--- config.mk ---
export PLATFORM = sky130hd
export DESIGN_NAME = key_fifo
export DESIGN_NICKNAME = d
export VERILOG_FILES = /design/src/dleft_pkg.sv /design/src/key_fifo.sv
export SDC_FILE = /design/constraint.sdc
export NUM_CORES = 2
export LEC_CHECK = 0
export BUFFER_PORTS_ARGS = -buffer_cell sky130_fd_sc_hd__buf_2
export CELL_PAD_IN_SITES_DETAIL_PLACEMENT = 1
export CELL_PAD_IN_SITES_GLOBAL_PLACEMENT = 1
export CORE_AREA = 2 2 534 536
export CTS_CLUSTER_DIAMETER = 30
export DETAILED_ROUTE_END_ITERATION = 8
export DIE_AREA = 0 0 536 538
export PLACE_DENSITY = 0.77
export RECOVER_POWER = 25
export SYNTH_ARGS = -nofsm -noshare
export SYNTH_HDL_FRONTEND = slang
export SYNTH_SLANG_ARGS = --single-unit
--- constraint.sdc ---
create_clock -name Clk -period 18.31 [get_ports Clk]
set_clock_uncertainty 0.2 [all_clocks]
set_input_delay 3.662 -clock Clk [delete_from_list [all_inputs] [get_ports Clk]]
set_output_delay 3.662 -clock Clk [all_outputs]
set_load 0.01 [all_outputs]
--- src/dleft_pkg.sv ---
`default_nettype none

package dleft_pkg;

	// ============================================================
	// table and fifo geometry
	// ============================================================
	localparam int TABLE_AW    = 8;            // table address bits
	localparam int TABLE_DEPTH = 256;          // table entries
	localparam int FIFO_DEPTH  = 16;           // key fifo slots
	localparam int FIFO_CW     = 5;            // occupancy counter 0..16
	localparam logic [31:0] AGE_LIMIT = 32'd10000; // stamp distance for replace

	typedef logic [TABLE_AW-1:0] addr_t;       // table index
	typedef logic [127:0]        flow_id_t;    // flow identifier

	// incoming key of 224 bits
	typedef struct packed {
		flow_id_t    flow_id;                  // [223:96]
		logic [31:0] init_count;               // [95:64]
		logic [31:0] stamp;                    // [63:32]
		logic [31:0] hash;                     // [31:0] with low bits as table address
	} key_t;

	// table entry of 192 bits and all zero when empty
	typedef struct packed {
		flow_id_t    flow_id;                  // stored id
		logic [31:0] count;                    // hit count
		logic [31:0] stamp;                    // last seen stamp
	} entry_t;

	// ============================================================
	// encodings
	// ============================================================
	typedef enum logic [1:0] {V_INSERT, V_HIT, V_REPLACE, V_FORWARD} verdict_e;
	typedef enum logic {L_IDLE, L_DECIDE} lookup_state_e;
	typedef enum logic [2:0] {
		B_IDLE, B_WRITE, B_READ, B_WAIT, B_CAPTURE, B_HOLD
	} bus_state_e;

endpackage

`default_nettype wire

--- src/key_fifo.sv ---
`default_nettype none
`timescale 1ns/10ps

module key_fifo import dleft_pkg::*; (
	input  wire  Clk,                          // core clock
	input  wire  Reset_N,                      // async, active low
	input  key_t in_key,                       // key from source
	input  wire  in_key_wr,                    // key strobe
	input  wire  pop,                          // consume head
	output key_t head,                         // oldest key, show-ahead
	output logic empty,                        // no key stored
	output logic in_key_alf                    // 15 or more keys
);

	// ============================================================
	// storage and pointers
	// ============================================================
	key_t               mem [FIFO_DEPTH];      // key slots
	logic [FIFO_CW-2:0] wr_ptr;                // next slot to write
	logic [FIFO_CW-2:0] rd_ptr;                // head slot
	logic [FIFO_CW-1:0] count;                 // keys held
	logic               full;                  // all slots used
	logic               wr_en;                 // accepted write
	logic               rd_en;                 // accepted pop

	assign full       = (count == FIFO_CW'(FIFO_DEPTH));
	assign empty      = (count == '0);
	assign in_key_alf = (count >= FIFO_CW'(FIFO_DEPTH - 1));
	assign wr_en      = in_key_wr && !full;    // overflow dropped
	assign rd_en      = pop && !empty;
	assign head       = mem[rd_ptr];           // no read latency

	// key payload
	always_ff @(posedge Clk) begin
		if (wr_en) begin
			mem[wr_ptr] <= in_key;             // store at tail
		end
	end

	always_ff @(posedge Clk or negedge Reset_N) begin
		if (!Reset_N) begin
			wr_ptr <= '0;                      // empty fifo
			rd_ptr <= '0;
		end else begin
			if (wr_en) begin
				wr_ptr <= wr_ptr + 1'b1;       // wraps at 16
			end
			if (rd_en) begin
				rd_ptr <= rd_ptr + 1'b1;       // wraps at 16
			end
		end
	end

	// occupancy
	always_ff @(posedge Clk or negedge Reset_N) begin
		if (!Reset_N) begin
			count <= '0;
		end else begin
			case ({wr_en, rd_en})
				2'b10:   count <= count + 1'b1; // push only
				2'b01:   count <= count - 1'b1; // pop only
				default: count <= count;        // both or neither
			endcase
		end
	end

endmodule

`default_nettype wire

After elaboration in Yosys (flattened, before gate mapping)
Memories as Yosys holds them, arrays and structs flattened.
Index checks and enable logic that the tools add are counted.
{ "word_totals": {"memories": 1, "regBits": 13, "output_inout_bits": 226, "elab_cells": 21, "ram_bits": 3584} }
{ "memory_table": {"columns": ["name", "depth", "width", "rd", "rd_ports_with_merged_regs", "wr", "line_no", "text"], "rows": [
  ["mem", 16, 224, 1, 0, 1, "key_fifo.sv:18", "key_t mem [FIFO_DEPTH];"]
]} }
{ "classes": {"eq_ne": 3, "n_mux": 3, "n_reduce_logical": 6, "n_lt_le_gt_ge": 1, "n_addsub": 4} }
{ "ops": {"columns": ["op", "n"], "rows": [
  ["$pmux 5 s2", 1],
  ["$add 4x1->4 const B", 2],
  ["$add 5x1->5 const B", 1],
  ["$eq 5x5->1 const B", 1],
  ["$ge 5x4->1 const B", 1],
  ["$logic_not 5->1", 1],
  ["$sub 5x1->5 const B", 1],
  ["$eq 2x1->1 const B", 1],
  ["$eq 2x2->1 const B", 1],
  ["$logic_and 1x1->1", 2],
  ["$logic_not 1->1", 2],
  ["$mux 1", 2],
  ["$reduce_bool 2->1", 1]
]} }

Logic depth before layout (Yosys ltp)
{ "logic_depth": {"ltp_word": 5, "ltp_mapped": 12} }

Least setup slack after synthesis
No wires, ideal clock.
{ "synth_timing": {"path_kind": "input -> register", "start": "input port in_key_wr", "end": "memory mem[3][0] (netlist bit), enable pin", "setup_ns": 1.082, "setup_slack_ns": -2.252, "arrival_time_ns": 19.280, "stages": 4, "path_cell_list": "o21a_1 > clkbuf_1 > nand2_1 > nor3_1"} }
{ "synth_between": {"elab_chain_len": 3} }
{ "synth_rtl": {"columns": ["item", "line_no", "text"], "rows": [
  ["from (decl)", "key_fifo.sv:8", "input wire in_key_wr,"],
  ["$logic_and 1x1->1", "key_fifo.sv:29", "assign wr_en = in_key_wr && !full;"],
  ["$mux 1", "key_fifo.sv:35", "if (wr_en) begin"],
  ["$mux 1 (not written as such)", "key_fifo.sv:36", "mem[wr_ptr] <= in_key;"],
  ["to (decl)", "key_fifo.sv:18", null]
]} }
Every way passes these cells.

==> run_results.csv <==
group,metric,value,unit
outcome,run_status,"finished clean",
logic_synthesis,synth_edf_count,3584,
power_and_ir_drop,vdd_ir_max,163.3,µV
routing,viasPerCell,6.229,
global_route,largest_net_degree_at_the_start_of_global_routing,175,
global_route,global_route.overflow_total,0,
logic_synthesis,synthesis.yosys.warnings,0,
setup_path,crit_arrival,6.49,ns
routing,drt.antenna.violating_nets,0,
clocking,numCtsBuffers,631,
global_route,grt_first_pass_wirelength,578100,µm
floorplanning,io_pins,454,
routing,dr.first_iter.drc_count,7819,
logic_synthesis,ys_ff_latch,3597,
sta,timing.final.setup_violations,0,
worst_hold_path,worst_hold_path_type,"reg2reg",
setup_path,crit_type,"reg2out",
final_layout,final_area,165800,µm²
setup_path,end_kind,"output pin",
floorplanning,area_inside_the_core_boundary,283200,µm²
logic_synthesis,avgSynthCellArea,20.43,µm²
clocking,worst_skew_pair.late_latency,1.04,ns
logic_synthesis,synth_fp_nets,6980,
placement,placement.cell_area,144000,µm²
floorplanning,die_height,538,µm
clocking,clk_pin_slew_worst_paths,0.05,ns
logic_synthesis,asyncSetResetFlopFracSynth,0.3614,%
logic_synthesis,synthTopCellsByCount,"3584 x sky130_fd_sc_hd__edfxtp_1, 673 x sky130_fd_sc_hd__mux2i_1, 452 x sky130_fd_sc_hd__o21ai_0",
floorplanning,die-width,536,µm
setup_path,end_of_the_worst_register_to_register_path,"mem[7][88]$_DFFE_PP_",
sta,timing.final.crit_share,56.54,%
power_and_ir_drop,cellPowerDensity,182.5,nW/µm²
global_route,grt_pass1_vias,81310,
logic_synthesis,dominantRegCellSynth,"sky130_fd_sc_hd__edfxtp_1",
placement,worst_slack_after_detailed_placement,9.166,ns
clocking,h-tree-depth,6,
routing,drc_errors,0,
sta,timing.final.crit_period,10.35,ns
logic_synthesis,post-synth-top-area-cell,"sky130_fd_sc_hd__edfxtp_1",
logic_synthesis,synth.yosys.seq_area_share,78.36,%
routing,total_via_count_after_detailed_routing,74140,
routing,detail_route.wirelength,399500,µm
sta,slew_worst_pin,1.341,ns
worst_hold_path,min-delay-start,"count[2]$_DFFE_PN0P_",
floorplanning,start_util,48.64,%
routing,post_drt_wl_per_cell,33.57,µm
clocking,cts_sinks,3597,
clocking,postCtsHoldBufs,0,
sta,fin_ws,7.958,ns
sta,max-slew-margin-rel,10.61,%
logic_synthesis,synth.area.top_cells,"sky130_fd_sc_hd__edfxtp_1 78%, sky130_fd_sc_hd__mux4_2 7.3%, sky130_fd_sc_hd__mux2i_1 4.9%, sky130_fd_sc_hd__mux2_2 1.8%, sky130_fd_sc_hd__o21ai_0 1.6%",
placement,place.gp.congestion,0.7431,
worst_hold_path,worst_hold_path.num_cells,2,
logic_synthesis,yosysTopAreaCellShare,78.13,%
logic_synthesis,mappedNetlistArea,137800,µm²
sta,report.final.hold_viol_count,0,
clocking,ctsResizeCount,0,
logic_synthesis,synth.lib_cells_used.distinct,34,
setup_path,crit-reg2reg-launch,"count[0]$_DFFE_PN0P_",
setup_path,crit_path_max_fanout,128,
setup_path,setup.reg_to_reg.worst_slack,12.86,ns
sta,setup_total_neg_slack,0,ns
routing,detail_route.first_pass.iterations,5,
final_layout,syn2layout_area_growth,20.39,%
logic_synthesis,number_of_standard_cells_after_synthesis,6742,
sta,grt_setup_unrepaired,"no",
placement,dp_hpwl,185500,µm
final_layout,post_route_cells_drive_above_1_share,26.27,%
global_route,antenna_found_initial,78,
sta,achievable-frequency,96.60,MHz
setup_path,rr_worst_depth,7,
worst_hold_path,worstHoldEndpoint,"count[2]$_DFFE_PN0P_",
floorplanning,row_count,196,
clocking,post-cts-setup-buffer-count,0,
clocking,cts_root_buf,"sky130_fd_sc_hd__clkbuf_16",
setup_path,start_kind,"flip-flop",
placement,portBuffers,453,
power_and_ir_drop,cellLeakagePower,55.49,nW
setup_path,worst-endpoint-required,14.45,ns
floorplanning,area_of_the_die,288400,µm²
final_layout,final_net_count,7800,
global_route,grt.total_usage,27.59,%
logic_synthesis,synth_most_common_cell,"sky130_fd_sc_hd__edfxtp_1",
clocking,ctsLongestPathBuffers,4,
clocking,tritoncts_clock_tree,"yes",
flow_run,max_cap_violations,0,
sta,maxSlewViolCount,0,
## flip-flops by register name (all words and copies together), names as in the netlist
signal / flops
mem: 3584
wr_ptr: 4
count: 5
rd_ptr: 4
## cells in the final DEF (no fill, tap or decap), types with 7 or more instances in the layout
cell	instances
sky130_fd_sc_hd__dfrtp_1	9
sky130_fd_sc_hd__nand2_1	233
sky130_fd_sc_hd__clkinv_8	11
sky130_fd_sc_hd__mux2i_1	673
sky130_fd_sc_hd__a21oi_1	226
sky130_fd_sc_hd__clkinv_1	80
sky130_fd_sc_hd__xnor2_1	7
sky130_fd_sc_hd__inv_6	40
sky130_fd_sc_hd__diode_2	43
sky130_fd_sc_hd__clkinv_4	47
sky130_fd_sc_hd__a22oi_1	224
sky130_fd_sc_hd__clkbuf_1	232
sky130_fd_sc_hd__bufinv_16	80
sky130_fd_sc_hd__buf_12	25
sky130_fd_sc_hd__o21ai_0	452
sky130_fd_sc_hd__clkinv_16	33
sky130_fd_sc_hd__buf_4	89
sky130_fd_sc_hd__mux4_2	448
sky130_fd_sc_hd__mux2_2	225
sky130_fd_sc_hd__buf_2	294
sky130_fd_sc_hd__edfxtp_1	3584
sky130_fd_sc_hd__a221oi_2	8
sky130_fd_sc_hd__clkbuf_16	636
sky130_fd_sc_hd__inv_1	8
sky130_fd_sc_hd__clkinv_2	89
sky130_fd_sc_hd__nor2_4	12
sky130_fd_sc_hd__clkinvlp_4	67
sky130_fd_sc_hd__a221oi_1	216
sky130_fd_sc_hd__ha_1	9
## where the power goes
group          internal, mW  switching [mW]  leakage (nW)
Combinational          2.80            5.20          12.5
Sequential             9.94           0.329          32.5
Clock                  7.60            4.40          10.4
## final cells by class
class / count / area (µm²)
Fill cell: 24130 / 117400
Sequential cell: 3597 / 108000
Multi-Input combinational cell: 2757 / 27860
Clock buffer: 710 / 16200
Clock inverter: 457 / 5731
Tap cell: 3762 / 4707
Timing Repair Buffer: 567 / 3237
Antenna cell: 43 / 107.6
Inverter: 8 / 30.03
## critical path, cell delays in order, from the launching register on
cell and delay (ns):
sky130_fd_sc_hd__dfrtp_4 1.10, sky130_fd_sc_hd__buf_4 0.94, sky130_fd_sc_hd__buf_12 0.77, sky130_fd_sc_hd__buf_4 0.87
sky130_fd_sc_hd__mux2_2 0.45, sky130_fd_sc_hd__o21ai_0 0.22, sky130_fd_sc_hd__a21oi_1 0.10, sky130_fd_sc_hd__o21ai_0 0.34
sky130_fd_sc_hd__nand2_1 0.19, sky130_fd_sc_hd__buf_2 0.18
## worst max path at each step
stage / start / end
after floorplan: in_key_wr / mem[15][0]$_DFFE_PP_
after global placement: rd_ptr[0]$_DFFE_PN0P_ / head[91]
after detailed placement: rd_ptr[0]$_DFFE_PN0P_ / head[149]
after CTS: rd_ptr[0]$_DFFE_PN0P_ / head[64]
after global routing: rd_ptr[0]$_DFFE_PN0P_ / head[64]
final: rd_ptr[0]$_DFFE_PN0P_ / head[64]
## cell families (layout without fill, tap and decap cells)
kind of cell,count (synthesis),in the layout,share of synthesized area [%]
compound gates,1129,1129,5.163
xor+xnor,10,10,0.06358
fa+ha+maj,10,10,0.09628
buf+inv,388,1742,1.522
flops,3597,3597,78.36
mux,1346,1346,14.05
other cells,0,43,0
simple gates,262,262,0.7403
## layer usage
| metal | up-vias | part of all wire, % | GRT usage, % | wire length, µm |
|---|---|---|---|---|
| met5 | - | 0.099 | 0 | 396 |
| met4 | 60 | 3.2 | 10.85 | 12970 |
| met3 | 820 | 8.4 | 5.657 | 33740 |
| met2 | 3818 | 51 | 46.53 | 202600 |
| met1 | 39490 | 37 | 35.19 | 149800 |
| li1 | 29950 | - | - | - |
## metrics by stage
step	std cells	hold slack [ns]	util (%)	total power, mW
6_report	11900	0.3638	58.55	30.27
5_1_grt	11880	0.3957	58.53	31.23
4_1_cts	11860	0.3564	58.58	30.41
3_5_place_dp	10690	0.3448	50.84	18.20
3_3_place_gp	10690	0.3169	50.84	17.88
2_1_floorplan	6742	0.2875	-	15.50
Power figures use the tool's default switching activity.
