File: config.mk
export PLATFORM = sky130hd
export DESIGN_NAME = flow_lookup_flat
export DESIGN_NICKNAME = d
export VERILOG_FILES = /design/src/dleft_pkg.sv /design/src/table_port_if.sv /design/src/flow_lookup.sv /design/src/flat_wrapper.sv
export SDC_FILE = /design/constraint.sdc
export NUM_CORES = 1
export LEC_CHECK = 0
export BUFFER_PORTS_ARGS = -buffer_cell sky130_fd_sc_hd__buf_2
export CORE_AREA = 5 5 328 330
export DETAILED_ROUTE_END_ITERATION = 8
export DIE_AREA = 0 0 333 335
export PLACE_DENSITY = 0.46
export SYNTH_ARGS = -nofsm -noshare
export SYNTH_HDL_FRONTEND = slang
export SYNTH_SLANG_ARGS = --single-unit
File: constraint.sdc
create_clock -name Clk -period 24.9 [get_ports Clk]
set_input_delay 1.245 -clock Clk [delete_from_list [all_inputs] [get_ports Clk]]
set_output_delay 1.245 -clock Clk [all_outputs]
set_load 0.02 [all_outputs]
File: src/dleft_pkg.sv
`default_nettype none

package dleft_pkg;

	// ============================================================
	// table and fifo geometry
	// ============================================================
	localparam int TABLE_AW    = 8;            // table address bits
	localparam int TABLE_DEPTH = 256;          // table entries
	localparam int FIFO_DEPTH  = 16;           // key fifo slots
	localparam int FIFO_CW     = 5;            // occupancy counter 0..16
	localparam logic [31:0] AGE_LIMIT = 32'd10000; // stamp distance for replace

	typedef logic [TABLE_AW-1:0] addr_t;       // table index
	typedef logic [127:0]        flow_id_t;    // flow identifier

	// incoming key of 224 bits
	typedef struct packed {
		flow_id_t    flow_id;                  // [223:96]
		logic [31:0] init_count;               // [95:64]
		logic [31:0] stamp;                    // [63:32]
		logic [31:0] hash;                     // [31:0] with low bits as table address
	} key_t;

	// table entry of 192 bits and all zero when empty
	typedef struct packed {
		flow_id_t    flow_id;                  // stored id
		logic [31:0] count;                    // hit count
		logic [31:0] stamp;                    // last seen stamp
	} entry_t;

	// ============================================================
	// encodings
	// ============================================================
	typedef enum logic [1:0] {V_INSERT, V_HIT, V_REPLACE, V_FORWARD} verdict_e;
	typedef enum logic {L_IDLE, L_DECIDE} lookup_state_e;
	typedef enum logic [2:0] {
		B_IDLE, B_WRITE, B_READ, B_WAIT, B_CAPTURE, B_HOLD
	} bus_state_e;

endpackage

`default_nettype wire

File: src/table_port_if.sv
`default_nettype none
`timescale 1ns/10ps

// one port of the flow table
interface table_port_if import dleft_pkg::*; ();

	logic   rd;                                // read strobe
	logic   wr;                                // write strobe
	addr_t  addr;                              // entry index
	entry_t wdata;                             // write data
	entry_t rdata;                             // registered read data

	modport client (
		output rd, wr, addr, wdata,
		input  rdata
	);

	modport memory (
		input  rd, wr, addr, wdata,
		output rdata
	);

endinterface

`default_nettype wire

File: src/flow_lookup.sv
`default_nettype none
`timescale 1ns/10ps

module flow_lookup import dleft_pkg::*; (
	input  wire          Clk,                  // core clock
	input  wire          Reset_N,              // async, active low
	input  wire          empty,                // fifo has no key
	input  key_t         head,                 // fifo head key
	output logic         pop,                  // take head
	input  wire          out_alf,              // downstream almost full
	table_port_if.client tbl,                  // table port a
	output key_t         out_key,              // forwarded key
	output logic         out_key_wr            // forward strobe
);

	// ============================================================
	// state and held key
	// ============================================================
	lookup_state_e state;                      // engine state
	key_t          key_q;                      // key under decision
	entry_t        cur;                        // entry read for key_q
	entry_t        new_entry;                  // entry to write back
	verdict_e      verdict;                    // outcome for key_q
	logic [31:0]   age;                        // key stamp minus entry stamp

	assign cur = tbl.rdata;
	assign age = key_q.stamp - cur.stamp;      // modulo 2^32

	// one key at a time and no pop while downstream is full
	assign pop = (state == L_IDLE) && !empty && !out_alf;

	// ============================================================
	// verdict priority empty > id match > aged > forward
	// ============================================================
	always_comb begin
		if (cur == '0) begin
			verdict = V_INSERT;                // free slot
		end else if (cur.flow_id == key_q.flow_id) begin
			verdict = V_HIT;                   // same flow
		end else if (age > AGE_LIMIT) begin
			verdict = V_REPLACE;               // stale owner
		end else begin
			verdict = V_FORWARD;               // slot busy and fresh
		end
	end

	// write-back entry
	always_comb begin
		case (verdict)
			V_HIT: begin
				new_entry.flow_id = cur.flow_id;
				new_entry.count   = cur.count + 32'd1; // one more packet
				new_entry.stamp   = key_q.stamp;       // refresh age
			end
			default: begin
				new_entry.flow_id = key_q.flow_id;     // insert or replace
				new_entry.count   = key_q.init_count;
				new_entry.stamp   = key_q.stamp;
			end
		endcase
	end

	// port a reads on pop and writes in decide
	always_comb begin
		tbl.rd    = pop;
		tbl.wr    = (state == L_DECIDE) && (verdict != V_FORWARD);
		tbl.wdata = new_entry;
		if (state == L_DECIDE) begin
			tbl.addr = key_q.hash[TABLE_AW-1:0]; // write back same slot
		end else begin
			tbl.addr = head.hash[TABLE_AW-1:0];  // read slot of head
		end
	end

	// ============================================================
	// control
	// ============================================================
	always_ff @(posedge Clk or negedge Reset_N) begin
		if (!Reset_N) begin
			state      <= L_IDLE;
			out_key_wr <= 1'b0;
		end else begin
			out_key_wr <= 1'b0;                // single-cycle pulse
			case (state)
				L_IDLE: begin
					if (pop) begin
						state <= L_DECIDE;     // entry arrives this edge
					end
				end
				L_DECIDE: begin
					out_key_wr <= (verdict == V_FORWARD);
					state      <= L_IDLE;      // always two cycles per key
				end
				default: state <= L_IDLE;
			endcase
		end
	end

	// key payload
	always_ff @(posedge Clk) begin
		if (pop) begin
			key_q <= head;                     // capture popped key
		end
		if ((state == L_DECIDE) && (verdict == V_FORWARD)) begin
			out_key <= key_q;                  // pass on unchanged
		end
	end

endmodule

`default_nettype wire

File: src/flat_wrapper.sv
// flat-port wrapper written by rule: the top's interface ports become plain ports
module flow_lookup_flat import dleft_pkg::*;
  (Clk, Reset_N, empty, head, pop, out_alf, out_key, out_key_wr, tbl_rd, tbl_wr, tbl_addr, tbl_wdata, tbl_rdata);
  table_port_if tbl_i ();
  input  wire Clk;
  input  wire Reset_N;
  input  wire empty;
  input  key_t head;
  output logic pop;
  input  wire out_alf;
  output key_t out_key;
  output logic out_key_wr;
  output wire logic [$bits(tbl_i.rd)-1:0] tbl_rd;
  output wire logic [$bits(tbl_i.wr)-1:0] tbl_wr;
  output wire logic [$bits(tbl_i.addr)-1:0] tbl_addr;
  output wire logic [$bits(tbl_i.wdata)-1:0] tbl_wdata;
  input wire logic [$bits(tbl_i.rdata)-1:0] tbl_rdata;
  assign tbl_rd = tbl_i.rd;
  assign tbl_wr = tbl_i.wr;
  assign tbl_addr = tbl_i.addr;
  assign tbl_wdata = tbl_i.wdata;
  assign tbl_i.rdata = tbl_rdata;
  flow_lookup u_core (.Clk(Clk), .Reset_N(Reset_N), .empty(empty), .head(head), .pop(pop), .out_alf(out_alf), .tbl(tbl_i), .out_key(out_key), .out_key_wr(out_key_wr));
endmodule
; ---- Word-level counts from Yosys, hierarchy flattened
; Index checks and enable logic that the tools add are counted.
; Widths: inputs -> output; s select.
[totals]
inputBits = 420
wordCells = 33
regBits = 450
output_inout_bits = 428
[op_classes]
n_eq_ne = 4
reduce_logical = 7
n_lt_le_gt_ge = 1
addsub = 2
bitwise = 1
muxes = 8
[ops]
columns = op, count
row1 = $logic_not 192->1, 1
row2 = $mux 192, 1
row3 = $eq 128x128->1, 1
row4 = $add 32x1->32 const B, 1
row5 = $gt 32x14->1 const B, 1
row6 = $sub 32x32->32, 1
row7 = $mux 8, 1
row8 = $logic_and 1x1->1, 4
row9 = $mux 2, 2
row10 = $mux 1, 3
row11 = $eq 2x1->1 const B, 1
row12 = $eq 2x2->1 const B, 1
row13 = $logic_not 1->1, 2
row14 = $ne 2x2->1 const B, 1
row15 = $pmux 1 s2, 1
row16 = $not 1->1, 1

; ---- Depth between registers and ports, before layout
[depth]
depth_word = 7
mapped_depth = 13
ltp_nobuf = 13

; ---- Worst setup path before layout
; OpenSTA, ideal clock, no wires.
[synth_path]
path_type = input to output
startpoint = input port empty
endpoint = output port tbl_rd
setup_slack_ns = 5.165
path_stages = 2
t_arrival_ns = 18.490
required_time_ns = 23.655
path_buffers = 1
path_cell_list = nor3_1 buf_4
[synth_via]
elab_chain_len = 3
[synth_lines]
columns = element, line
row1 = from (decl), flat_wrapper.sv:7  ; input wire empty;
row2 = $logic_not 1->1, flow_lookup.sv:30  ; assign pop = (state == L_IDLE) && !empty && !out_alf;
row3 = $logic_and 1x1->1 (2 in a row), flow_lookup.sv:30
row4 = to (decl), flat_wrapper.sv:13  ; output wire logic [$bits(tbl_i.rd)-1:0] tbl_rd;
; No other way between the ends.

; ---- Worst setup path in the final report
[layout_path]
startpoint = input port tbl_rdata[6]
endpoint = register u_core.out_key[78] (netlist name)
[layout_via]
elab_chain_len = 7
word_cells_on_any_way = 8
classes_between = add/sub: 1 / order compare: 1 / eq/ne: 1 / mux: 3 / reduce/logical: 2
[layout_lines]
columns = element, line
row1 = from (decl), flat_wrapper.sv:17  ; input wire logic [$bits(tbl_i.rdata)-1:0] tbl_rdata;
row2 = $sub 32x32->32, flow_lookup.sv:27  ; assign age = key_q.stamp - cur.stamp;
row3 = $gt 32x14->1, flow_lookup.sv:40  ; end else if (age > AGE_LIMIT) begin
row4 = $mux 1, flow_lookup.sv:40
row5 = $mux 2, flow_lookup.sv:38  ; end else if (cur.flow_id == key_q.flow_id) begin
row6 = $mux 2 *, flow_lookup.sv:36  ; if (cur == '0) begin
row7 = $eq 2x2->1 *, flow_lookup.sv:104  ; if ((state == L_DECIDE) && (verdict == V_FORWARD)) begin
row8 = $logic_and 1x1->1 *, flow_lookup.sv:104
; Every way passes the cells marked *; elsewhere a longest branch is shown, timed or not.
; A chain may end at the register's enable or synchronous reset.

==> impl_results.md <==
* Final Cycle Share at 0.248
* Residual DRC at 0
* Antenna violations before repair at 36
* NumNets Final at 2545
* Post-Syn Area at 19200 um^2
* Seq/Total Area, Yosys at 0.703
* I/O Buffers at 847
* Post-layout util at 0.250
* DP Area at 24500 um^2
* Fmax at 162 MHz
* Iter 0 DRT Violations at 1071
* GRT Total Usage at 0.168
* Share of layout cells above drive strength 1 at 0.452
* I/O pin total at 848
* Status: complete, no violations
* CTS hold repair buffers at 0
* Max-cap viol count at 0
* Most frequent cells in the layout: buf_2 (847), edfxtp_1 (448), xnor2_1 (153)
* Syn avg cell area at 14.2 um^2
* Clock tree buffer depth at 3
* Final instance area at 26100 um^2
* Largest family of logic cells by synthesized area: simple AND/OR/NAND/NOR gates
* Die height at 335 um
* Worst-Margin Slew at 1.05 ns
* First drt pass iteration count at 5
* Hpwl dp at 82700 um
* WL/cell at 27.9 um
* Synth Area in Compound Gates at 0.0537
* #FFs+latches synth at 450
* Crit Path Category: primary input to register
* Clock Sinks at 450
* Routability Congestion at 0.855
* Largest net degree at the start of global routing at 70
* Row count at 119
* VDD IR max at 51.1 uV
* Primary FF master, synth: edfxtp_1
* Total congestion overflow at 0
* Cell chosen for the clock root: clkbuf_16
* Clock transition at path regs at 0.06 ns
* Final wirelength at 98400 um
* Post-Syn Instances at 1356
* Slew margin rel. at 0.295
* Count of different cell masters after synthesis at 65
* CTS buffer count at 52
* Worst Path Required at 25.13 ns
* Post-synth EDFFs at 448
* Worst r2r src: u_core.key_q[32]
* Critical path origin: tbl_rdata[6]
* Post-CTS setup buffers at 0
* Post-synthesis simple-gate area fraction at 0.0825
* Worst hold path type: primary input to async pin
* Vias in the first global route at 14600
* Mux cell area share after synthesis at 0.00820
* Starting density of the core at 0.184
* Post-synthesis adder-cell area fraction at 0.0225
* Fin crit period at 6.19 ns
* H-tree levels at 2
* Final hold violations at 0
* Pwr dens at 69.1 nW/um^2
* # setup viols final at 0
* Final Power at 1.81 mW
* Clk_lat worst skew at 0.63 ns
* Area grow syn2layout at 36.1%
* Vias at 14400
* Critical-path maximum fanout at 63
* Post-synth ARST share at 0.00444
* Yosys Warn Count at 0
* TritonCTS clock tree: done
* First-pass GRT wire length at 128000 um
* Synth Net Count at 1810
* CP Data Arrival Time at 6.41 ns
* CP endpoint kind: register
* RSZ-0062 raised after global routing: false
* Via density per instance at 4.07
* Fillers at 11200
* Die span in x at 333 um
* Leak at 9.97 nW
* Synth Area in XOR/XNOR at 0.0802
* Max-slew violations at 0
* Setup TNS at 0 ns
* DIE AREA at 112000 um^2
* Core box area at 105000 um^2
* Resize count post-CTS at 0
* Clock Skew at 0.0358 ns
* Remaining antenna violation count at 0
* Commonest non-fill, non-tap cell in the layout: buf_2
* CP Launch Type: primary input
[worst paths after layout]
path	slack [ns]	depth (start not counted)	end
setup reg to reg	18.98	15	u_core.out_key[78]
hold reg to reg	0.42	0	u_core.out_key[17]
max in group asynchronous	24.40	1	u_core.out_key_wr
setup / recovery	18.71	14	u_core.out_key[78]
hold / removal	0.41	1	u_core.state
min in group Clk	0.42	0	u_core.out_key[17]
[synth_stat cells, types with 2 or more instances]
cell type  instances  area share
and2_1             2     0.00065
nand4_1           56       0.018
o21ai_0           45       0.012
nor2_1            37      0.0072
a21oi_2            4      0.0018
a211o_1            2     0.00091
inv_1             38      0.0074
nand2b_1           3     0.00098
ha_1              33       0.021
xnor2_1          153       0.070
a211oi_1           7      0.0027
o21ai_1           12      0.0031
a21o_1             8      0.0031
o31ai_1            4      0.0016
a21oi_1           42       0.011
nor4_1            60       0.020
nor3_1            11      0.0029
xor2_1            23       0.010
nor2b_1            2     0.00065
buf_4             34       0.013
dfrtp_1            2      0.0026
or4b_1             2      0.0010
or4_1              2     0.00078
o21a_1             4      0.0016
nand3_1           16      0.0042
clkbuf_1         138       0.027
or3_1              2     0.00065
buf_2              5      0.0013
a311oi_1           2     0.00091
a211oi_2           3      0.0020
nor3b_1            2     0.00078
o211ai_1           7      0.0027
nand2_1           85       0.017
o21bai_1           4      0.0016
buf_1              3     0.00059
and3_1            12      0.0039
a31oi_1            4      0.0013
edfxtp_1         448        0.70
mux2_2            13      0.0076
[worst max-delay path: stages]
cell and delay [ns]:
buf_2 0.15, inv_1 0.15, ha_1 0.50, a211oi_2 0.11, nor2_1 0.26, and4bb_1 0.27, o21bai_1 0.25, a21oi_2 0.09
mux2_1 0.25, or4b_1 0.50, a2111oi_4 0.34, and2_4 0.66, buf_4 0.76, buf_4 0.77
[routing by layer]
| layer | global-route usage | wire length (um) | vias up |
|---|---|---|---|
| met4 | 0.0542 | 3050 | 14 |
| met1 | 0.211 | 40200 | 7017 |
| met3 | 0.0658 | 10400 | 142 |
| li1 | - | - | 6423 |
| met2 | 0.265 | 44600 | 778 |
| met5 | 0 | 94 | - |
[cell type report]
| cell class | count | area, um^2 | area share |
|---|---|---|---|
| Sequential cell | 450 | 13500 | 0.516 |
| Timing Repair Buffer | 862 | 4360 | 0.167 |
| Multi-Input combinational cell | 687 | 4760 | 0.182 |
| Tap cell | 1391 | 1740 | 0.0666 |
| Clock inverter | 28 | 263 | 0.0100 |
| Clock buffer | 60 | 1330 | 0.0509 |
| Inverter | 38 | 143 | 0.00545 |
| Antenna cell | 16 | 40.0 | 0.00153 |
[cells by family (layout without fill, tap and decap cells)]
family / after synthesis / in the layout
fa+ha+maj: 34 / 34
flops: 450 / 450
xor+xnor: 176 / 176
buf+inv: 219 / 988
other cells: 0 / 16
mux: 14 / 14
compound gates: 162 / 162
simple gates: 301 / 301
[sequential cells by signal, indices dropped and copies added (netlist names)]
register / cells
u_core.out_key: 224
u_core.key_q: 224
u_core.state: 1
u_core.out_key_wr: 1
[through the flow]
stage	instances	worst slack, ns	hold slack [ns]
CTS	3516	18.36	0.341
global placement	3428	17.98	0.400
detailed placement	3428	17.96	0.405
global route	3523	18.30	0.360
finish	3532	18.71	0.407
floorplan	1356	5.16	0.400
[power breakdown]
part	leakage [nW]	switching (mW)	internal, mW
Clock	0.771	0.323	0.422
Combinational	5.08	0.123	0.0698
Sequential	4.12	0.0186	0.852
No activity file was read; power rests on OpenSTA's default activity.
