--- config.mk ---
export PLATFORM = sky130hd
export DESIGN_NAME = mgmt_bus_flat
export DESIGN_NICKNAME = d
export VERILOG_FILES = /design/src/dleft_pkg.sv /design/src/table_port_if.sv /design/src/mgmt_bus.sv /design/src/flat_wrapper.sv
export SDC_FILE = /design/constraint.sdc
export NUM_CORES = 1
export LEC_CHECK = 0
export ABC_AREA = 1
export BUFFER_PORTS_ARGS = -buffer_cell sky130_fd_sc_hd__buf_4
export CORE_AREA = 2 2 307 309
export DETAILED_ROUTE_END_ITERATION = 6
export DIE_AREA = 0 0 309 311
export GPL_TIMING_DRIVEN = 0
export PLACE_DENSITY_LB_ADDON = 0.05
export SLEW_MARGIN = 20
export SYNTH_ARGS = -nofsm -noshare
export SYNTH_HDL_FRONTEND = slang
export SYNTH_SLANG_ARGS = --single-unit
--- constraint.sdc ---
create_clock -name Clk -period 12.8 [get_ports Clk]
set_input_delay 0.64 -clock Clk [delete_from_list [all_inputs] [get_ports Clk]]
set_output_delay 0.64 -clock Clk [all_outputs]
set_load 0.01 [all_outputs]
--- src/dleft_pkg.sv ---
`default_nettype none

package dleft_pkg;

	// ============================================================
	// table and fifo geometry
	// ============================================================
	localparam int TABLE_AW    = 8;            // table address bits
	localparam int TABLE_DEPTH = 256;          // table entries
	localparam int FIFO_DEPTH  = 16;           // key fifo slots
	localparam int FIFO_CW     = 5;            // occupancy counter 0..16
	localparam logic [31:0] AGE_LIMIT = 32'd10000; // stamp distance for replace

	typedef logic [TABLE_AW-1:0] addr_t;       // table index
	typedef logic [127:0]        flow_id_t;    // flow identifier

	// incoming key of 224 bits
	typedef struct packed {
		flow_id_t    flow_id;                  // [223:96]
		logic [31:0] init_count;               // [95:64]
		logic [31:0] stamp;                    // [63:32]
		logic [31:0] hash;                     // [31:0] with low bits as table address
	} key_t;

	// table entry of 192 bits and all zero when empty
	typedef struct packed {
		flow_id_t    flow_id;                  // stored id
		logic [31:0] count;                    // hit count
		logic [31:0] stamp;                    // last seen stamp
	} entry_t;

	// ============================================================
	// encodings
	// ============================================================
	typedef enum logic [1:0] {V_INSERT, V_HIT, V_REPLACE, V_FORWARD} verdict_e;
	typedef enum logic {L_IDLE, L_DECIDE} lookup_state_e;
	typedef enum logic [2:0] {
		B_IDLE, B_WRITE, B_READ, B_WAIT, B_CAPTURE, B_HOLD
	} bus_state_e;

endpackage

`default_nettype wire

--- src/table_port_if.sv ---
`default_nettype none
`timescale 1ns/10ps

// one port of the flow table
interface table_port_if import dleft_pkg::*; ();

	logic   rd;                                // read strobe
	logic   wr;                                // write strobe
	addr_t  addr;                              // entry index
	entry_t wdata;                             // write data
	entry_t rdata;                             // registered read data

	modport client (
		output rd, wr, addr, wdata,
		input  rdata
	);

	modport memory (
		input  rd, wr, addr, wdata,
		output rdata
	);

endinterface

`default_nettype wire

--- src/mgmt_bus.sv ---
`default_nettype none
`timescale 1ns/10ps

module mgmt_bus import dleft_pkg::*; (
	input  wire          Clk,                  // core clock
	input  wire          Reset_N,              // async, active low
	input  wire          cs_n,                 // chip select, low active
	input  wire          rw,                   // 1 write, 0 read
	input  addr_t        addr,                 // entry index
	input  entry_t       wdata,                // host write data
	output entry_t       rdata,                // host read data
	output logic         ack_n,                // done, low active
	table_port_if.client tbl                   // table port b
);

	// ============================================================
	// bus state machine
	// ============================================================
	bus_state_e state;                         // bus cycle phase

	always_ff @(posedge Clk or negedge Reset_N) begin
		if (!Reset_N) begin
			state  <= B_IDLE;
			ack_n  <= 1'b1;                    // idle high
			tbl.rd <= 1'b0;
			tbl.wr <= 1'b0;
		end else begin
			tbl.rd <= 1'b0;                    // strobes are pulses
			tbl.wr <= 1'b0;
			case (state)
				B_IDLE: begin
					if (!cs_n) begin
						state <= rw ? B_WRITE : B_READ;
					end
				end
				B_WRITE: begin
					tbl.wr <= 1'b1;            // table write issued
					ack_n  <= 1'b0;            // ack with the write
					state  <= B_HOLD;
				end
				B_READ: begin
					tbl.rd <= 1'b1;            // table read issued
					state  <= B_WAIT;
				end
				B_WAIT: begin
					state <= B_CAPTURE;        // ram registers data
				end
				B_CAPTURE: begin
					ack_n <= 1'b0;             // rdata valid with ack
					state <= B_HOLD;
				end
				B_HOLD: begin
					if (cs_n) begin
						ack_n <= 1'b1;         // host released
						state <= B_IDLE;
					end
				end
				default: state <= B_IDLE;
			endcase
		end
	end

	// ============================================================
	// address, data and read capture
	// ============================================================
	always_ff @(posedge Clk) begin
		if ((state == B_WRITE) || (state == B_READ)) begin
			tbl.addr <= addr;                  // latch host address
		end
		if (state == B_WRITE) begin
			tbl.wdata <= wdata;                // latch host data
		end
		if (state == B_CAPTURE) begin
			rdata <= tbl.rdata;                // hold for host
		end
	end

endmodule

`default_nettype wire

--- src/flat_wrapper.sv ---
// flat-port wrapper written by rule: the top's interface ports become plain ports
module mgmt_bus_flat import dleft_pkg::*;
  (Clk, Reset_N, cs_n, rw, addr, wdata, rdata, ack_n, tbl_rd, tbl_wr, tbl_addr, tbl_wdata, tbl_rdata);
  table_port_if tbl_i ();
  input  wire Clk;
  input  wire Reset_N;
  input  wire cs_n;
  input  wire rw;
  input  addr_t addr;
  input  entry_t wdata;
  output entry_t rdata;
  output logic ack_n;
  output wire logic [$bits(tbl_i.rd)-1:0] tbl_rd;
  output wire logic [$bits(tbl_i.wr)-1:0] tbl_wr;
  output wire logic [$bits(tbl_i.addr)-1:0] tbl_addr;
  output wire logic [$bits(tbl_i.wdata)-1:0] tbl_wdata;
  input wire logic [$bits(tbl_i.rdata)-1:0] tbl_rdata;
  assign tbl_rd = tbl_i.rd;
  assign tbl_wr = tbl_i.wr;
  assign tbl_addr = tbl_i.addr;
  assign tbl_wdata = tbl_i.wdata;
  assign tbl_i.rdata = tbl_rdata;
  mgmt_bus u_core (.Clk(Clk), .Reset_N(Reset_N), .cs_n(cs_n), .rw(rw), .addr(addr), .wdata(wdata), .rdata(rdata), .ack_n(ack_n), .tbl(tbl_i));
endmodule
# Yosys cells after proc, flatten, opt, wreduce, memory -nomap -nowiden
# Index checks and enable logic that the tools add are counted.
# word_totals
input_bits	396
ff_bits	398
output_inout_bits	395
# classes
n_reduce_logical	6
eq_ne	7
mux	8
# op_table
op	count
case mux 3 bit (5 select lines)	1
equality test 3 x 2 -> 1 bit, second input constant	2
equality test 3 bit, second input constant	2
2-to-1 mux 3 bit	2
!= test 2 bit, second input constant	2
AND reduction 2 bit	2
equality test 3 x 1 -> 1 bit, second input constant	1
zero test 3 bit	1
2-to-1 mux 1 bit	3
2-to-1 mux 2 bit	1
case mux 1 bit (2 select lines)	1
nonzero test 2 bit	1
OR reduction 2 bit	1
logical OR 1 bit	1

# Longest topological paths before layout
# Gate-level depths: netlist of the first run.
# depth
depth_word	4
depth_mapped	6
depth_no_buf	6

# Worst setup path before layout of the first run
# Ideal clock, no wire load.
# synth_timing
path_type	register to register
from	register u_core.state[0]
to	register u_core.rdata[0] (netlist name)
arrival_ps	4367
t_required_ps	12256
path_stages_with_launch	4
setup_slack_ps	7888
setup_time_ps	544
path_cell_list	dfrtp_1 > nor2_1 > nand2_1 > inv_1
# synth_between
elab_chain_len	1
# synth_lines
item	line	rtl
start, declared	mgmt_bus.sv:19	bus_state_e state;
start signal, assigned	mgmt_bus.sv:33	state <= rw ? B_WRITE : B_READ;
equality test 3 bit	mgmt_bus.sv:73	if (state == B_CAPTURE) begin
# Every way passes these cells.
# A chain may end at the register's enable or synchronous reset.

# Final worst setup path of the first run
# layout_timing
from	register u_core.state[0]
to	register u_core.rdata[40] (netlist name)
# layout_between
elab_chain_len	1
# layout_lines
item	line
equality test 3 bit	mgmt_bus.sv:73
# Every way passes these cells.

==> flow_metrics.tcl, run 1 <==
set metrics [dict create \
    avgSynthCellArea_um2 27.91 \
    syn_nets 828 \
    end_kind "flop" \
    yosysUniqueCellTypes 11 \
    fp-row-count 112 \
    relSlewSlack_pct 63.22 \
    routed_wl_um 49720 \
    timing.rr.end "u_core.rdata[40]" \
    drt-initial-drc-count 366 \
    critical_path_required_ps 13040 \
    clockBufferDepth 3 \
    first_pass_iters 4 \
    core_um2 92770 \
    synth-compound-area-share_pct 0.1245 \
    synth_top_family_by_area "simple AND/OR/NAND/NOR gates" \
    grt_max_degree 95 \
    nNetsFinal 1676 \
    clk_pin_slew_ps 60 \
    power_density_nw_per_um2 219.1 \
    cts_setup_buffers 0 \
    clock-sinks 398 \
    power.leakage_uw 0.008462 \
    fmax_ghz 0.4194 \
    final_antenna_net_count 0 \
    startpoint_type "flop" \
    min_period_ps 2384 \
    synthMuxAreaShare_pct 0 \
    cts_buffers 51 \
    seq_area_frac_synth_pct 98.87 \
    hold_viol_final 0 \
    synth_area_um2 12060 \
    r2r_cells 5 \
    synth_fa_ha_area_share_pct 0 \
    cts_tree "built" \
    ctsRootBufferMaster "clkbuf_16" \
    synth_xor_area_share_pct 0 \
    initial_utilization_pct 13.00 \
    cts_max_level 2 \
    clk_latency_ps 610 \
    netlist.area_leader.share_pct 97.61 \
    cpMostUsedCell "buf_16" \
    vias 7674 \
    critPathArrivalTime_ps 2620 \
    antenna_found_initial 11 \
    max-vdd-ir-drop_uv 113.9 \
    die_w_um 309 \
    tightest_slew_ps 551.7 \
    timing.rr.start "u_core.state[0]" \
    cap_violations 0 \
    rsz0062_at_grt "no" \
    grt_pass1_wl_um 65750 \
    post-dp-hpwl_um 38880 \
    crit_chain "nor2_1 -> nand2_1 -> inv_8 -> buf_16 -> buf_16" \
    p_total_uw 4662 \
    rrSetupSlack_ps 10420 \
    io_buffers 790 \
    die_h_um 311 \
    fillers 9846 \
    worst_clock_skew_ps 19.44 \
    fin_crit_sh_pct 18.63 \
    synthTopCellsByArea "edfxtp_1 (98%), dfrtp_1 (1.0%), nand2_1 (0.44%)" \
    timing.hold.worst_path_depth 1 \
    drive_gt1_share_pct 65.33 \
    grt-ovfl-total 0 \
    mostFrequentLayoutCells "buf_4 (790), edfxtp_1 (392), clkbuf_16 (53)" \
    worstHoldStart "wdata[187]" \
    hold_path_class "input port to flop" \
    grt_pass1_vias 8310 \
    post_drt_via_cell_ratio 2.977 \
    worst_path_max_delay_cell "dfrtp_1" \
    critPathMaxFanout 88 \
    gp_congestion 0.7135 \
    synth-seq-cells 398 \
    grtUsageTotal_pct 9.893 \
    dieArea_um2 96100 \
    post_drt_wl_per_cell_um 19.29 \
    status "finished, final reports clean" \
    whs_endpoint "u_core.tbl.wdata[187]" \
    syn_inst 432 \
    drc_errors 0 \
    finalSetupTns_ps 0 \
    critical_path_class "flop to flop" \
    slew_violations 0 \
    critPathMaxStageDelay_ps 420 \
    ys_warn_count 0 \
    final_common_cell "buf_4" \
    yosys.area_share.simple_pct 0.7263 \
    area.growth.synth_to_final_pct 76.43 \
    setup_viol 0 \
    num_io_pins 791 \
    synth_top_cell_by_area "edfxtp_1" \
]
==> cell usage after synthesis (all sizes together) <==
| cell type | n |
|---|---|
| o21ai | 1 |
| inv | 9 |
| edfxtp | 392 |
| nand3 | 2 |
| dfstp | 1 |
| a21oi | 2 |
| nand2 | 14 |
| nor2 | 6 |
| dfrtp | 5 |
==> critical path, delay by kind of cell (launching register included) <==
kind	cells	cell delay, ps
buffers and inverters	3	960
flip-flops	1	420
AND/OR/NAND/NOR	2	380
==> cells by family (layout without fill, tap and decap cells) <==
family / after synthesis / after routing
AOI/OAI and AO/OA: 3 / 3
buffers and inverters: 9 / 898
DFF: 398 / 398
other: 0 / 3
and+or+nand+nor: 22 / 22
==> layer usage <==
metal	global-route usage [%]	vias up	wire length, um
met1	8.067	3630	14030
met5	0	-	88
met3	7.540	83	8477
li1	-	3450	-
met4	2.968	14	1163
met2	18.02	497	25960
==> stage by stage <==
| step | hold WS (ps) | setup WS, ps | cell area [um2] | util [%] | std cells |
|---|---|---|---|---|---|
| after global placement | 456.7 | 5198 | 19560 | 21.08 | 2476 |
| after CTS | 130.8 | 10410 | 21270 | 22.93 | 2575 |
| after floorplan | 344.4 | 7888 | 12060 | - | 432 |
| after detailed placement | 455.5 | 10420 | 19680 | 21.22 | 2480 |
| final | 198.1 | 10420 | 21280 | 22.93 | 2578 |
| after global routing | 143.5 | 10220 | 21270 | 22.93 | 2575 |
==> cell type report <==
cell class | count | area, um2 | area share, %
inverters | 9 | 48.80 | 0.2294
clock inverters | 26 | 191.4 | 0.8998
diodes | 3 | 7.507 | 0.03529
repair buffers | 795 | 6051 | 28.44
multi-input cells | 25 | 102.6 | 0.4822
flip-flops and latches | 398 | 11920 | 56.04
clock buffers | 68 | 1383 | 6.498
well taps | 1254 | 1569 | 7.375
==> state kept, by name, summed over array words and instances, names as in the netlist <==
register,count
u_core.tbl.rd,1
u_core.tbl.wr,1
u_core.tbl.addr,8
u_core.tbl.wdata,192
u_core.rdata,192
u_core.state,3
u_core.ack_n,1
==> timing repair <==
item	4_1_cts	5_1_grt
hold buffers	1	0
hold endpoints to repair	6	0
gates resized for setup	0	0
==> power by group <==
group / internal, uW / total (uW) / switching (uW)
registers: 1950 / 2050 / 103
clock network: 812 / 1380 / 571
logic: 525 / 1230 / 701
==> how the worst max path moves through the flow <==
| stage | slack (ps) | start | to | cells after the start |
|---|---|---|---|---|
| after floorplan | 7890 | u_core.state[0] | u_core.rdata[0] | 3 |
| after global placement | 5200 | u_core.state[0] | u_core.rdata[188] | 3 |
| after detailed placement | 10420 | u_core.state[2] | u_core.tbl.wdata[55] | 5 |
| after CTS | 10410 | u_core.state[0] | u_core.rdata[113] | 5 |
| after global routing | 10220 | u_core.state[1] | u_core.tbl.wdata[56] | 5 |
| final | 10420 | u_core.state[0] | u_core.rdata[40] | 5 |
Note: power is estimated with default switching activity, not from simulation.
==> run 2, diff against run 1 <==
==> constraint.sdc (replaced) <==
create_clock -name Clk -period 1.95 [get_ports Clk]
set_input_delay 0.0975 -clock Clk [delete_from_list [all_inputs] [get_ports Clk]]
set_output_delay 0.0975 -clock Clk [all_outputs]
set_load 0.01 [all_outputs]
==> flow_metrics.tcl, run 2 (same netlist as run 1, synthesis figures left out) <==
set metrics [dict create \
    power_switching_uw 9474 \
    drive_gt1_share_pct 50.98 \
    clk_latency_ps 610 \
    core_um2 92770 \
    setup_viol 0 \
    end_kind "flop" \
    critPathArrivalTime_ps 2090 \
    crit_chain "inv_1 -> nand3_2 -> clkinvlp_4 -> buf_12 -> buf_16 -> buf_16" \
    top_regs "u_core.rdata x192, u_core.tbl.wdata x192, u_core.tbl.addr x8" \
    status "finished, final reports clean" \
    ctsRootBufferMaster "clkbuf_16" \
    pwr-share-seq_pct 41.9 \
    cap_violations 0 \
    vias 9228 \
    grt_pass1_vias 10170 \
    grt.busiest_layer "met2" \
    first_pass_iters 4 \
    grt_pass1_wl_um 71440 \
    nNetsFinal 2090 \
    cts_buffers 52 \
    startpoint_type "flop" \
    gp_congestion 0.7186 \
    comb_power_share_pct 30.5 \
    cts_max_level 2 \
    clock-sinks 398 \
    p_sw_share_pct 29.54 \
    worst_path_max_delay_cell "dfrtp_1" \
    rsz0062_at_grt "no" \
    worst_clock_skew_ps 11.35 \
    place_inst 2490 \
    hold_path_class "input port to flop" \
    cpMostUsedCell "buf_16" \
    grt_use_met3_pct 6.157 \
    clockBufferDepth 3 \
    io_buffers 790 \
    use_met1_pct 9.546 \
    grtUsageTotal_pct 10.41 \
    critPathMaxFanout 30 \
    dp_worst_setup_slack_ps -734.6 \
    clkPwrFrac_pct 27.6 \
    power.leakage_uw 0.01026 \
    die_w_um 309 \
    area.growth.synth_to_final_pct 112.0 \
    internal-power_uw 22600 \
    clk_pin_slew_ps 50 \
    final_antenna_net_count 0 \
    grt_max_degree 32 \
    post-dp-hpwl_um 39870 \
    max-vdd-ir-drop_uv 657.6 \
    fp-row-count 112 \
    final_common_cell "buf_4" \
    tightest_slew_ps 627.7 \
    mostFrequentLayoutCells "buf_4 (793), dlygate4sd3_1 (396), edfxtp_1 (392)" \
    grt-ovfl-total 0 \
    fmax_ghz 0.5579 \
    rrSetupSlack_ps 160 \
    critical_path_required_ps 2250 \
    cts_tree "built" \
    power_density_nw_per_um2 1255 \
    min_period_ps 1792 \
    stdcell_count 2994 \
    antenna_found_initial 14 \
    relSlewSlack_pct 57.93 \
    fin_crit_sh_pct 91.91 \
    critPathTopFamily "buffers and inverters" \
    dieArea_um2 96100 \
    finalSetupTns_ps 0 \
    post_drt_wl_per_cell_um 17.54 \
    setup_slack_ps 157.7 \
    hold_viol_final 0 \
    num_io_pins 791 \
    slew_violations 0 \
    post_drt_via_cell_ratio 3.082 \
    grt_use_met2_pct 18.92 \
    die_h_um 311 \
    finalCoreUtilization_pct 27.55 \
    critPathMaxStageDelay_ps 400 \
    drc_errors 0 \
    initial_utilization_pct 13.00 \
    routed_wl_um 52510 \
    critical_path_class "flop to flop" \
    placed_area_um2 19890 \
    postLayoutCellArea_um2 25560 \
    drt-initial-drc-count 324 \
    cp_num_buf_inv 5 \
]
run 2: cell types whose count changed in the layout (fill, tap and decap cells not counted), moves of 2 or more:
cell | before | now
dlygate4sd3_1 | 1 | 396
clkinv_1 | 15 | 9
buf_12 | 0 | 5
clkbuf_1 | 15 | 20
diode_2 | 3 | 8
clkbuf_16 | 53 | 57
buf_16 | 4 | 7
buf_4 | 790 | 793
bufbuf_16 | 0 | 2
bufinv_16 | 3 | 1
clkinv_2 | 6 | 8
inv_8 | 2 | 0
run 2: final timing paths:
kind,startpoint,end,cells after the start
hold reg to reg,u_core.ack_n,u_core.ack_n,2
min in group asynchronous,Reset_N,u_core.state[2],3
setup / recovery,u_core.state[1],u_core.tbl.wdata[152],6
max in group asynchronous,Reset_N,u_core.ack_n,3
hold / removal,wdata[177],u_core.tbl.wdata[177],2
setup reg to reg,u_core.state[1],u_core.tbl.wdata[152],6
run 2: area by class of cell:
type / instances / area (um2)
timing repair buffer: 1207 / 10380
antenna: 8 / 20.02
inverter: 9 / 41.29
fill: 9641 / 67210
clock inverter: 19 / 112.6
multi-input combinational: 25 / 112.6
tap: 1254 / 1569
timing repair inverter: 1 / 5.005
clock buffer: 73 / 1401
sequential: 398 / 11920
run 2: timing repair:
item | in CTS | in global routing
endpoints found under the setup margin | 205 | 104
setup buffers | 2 | 1
gates resized for setup | 1 | 2
cloned | 3 | 4
hold buffers | 396 | 0
endpoints found under the hold margin | 402 | 0
run 2: through the flow:
| stage | power, uW | hold WS, ps |
|---|---|---|
| final | 32070 | 202.8 |
| after global routing | 33880 | 146.1 |
| after CTS | 32680 | 127.3 |
| after detailed placement | 22490 | -87.67 |
| after global placement | 16100 | -85.40 |
| after floorplan | 14850 | -198.1 |
run 2: power groups by stage:
stage                     logic, uW  registers [uW]  clock network (uW)
after floorplan                 999           13800                   0
after detailed placement       8870           13600                   0
final                          9800           13400                8850
after global routing          10500           13700                9630
after global placement         4280           11800                   0
after CTS                      9810           13500                9390
run 2: per-layer routing:
metal  wire (um)  vias up
li1            -     4288
met1       16810     4339
met2       27310      508
met3        6925       85
met4        1407        8
met5          57        -
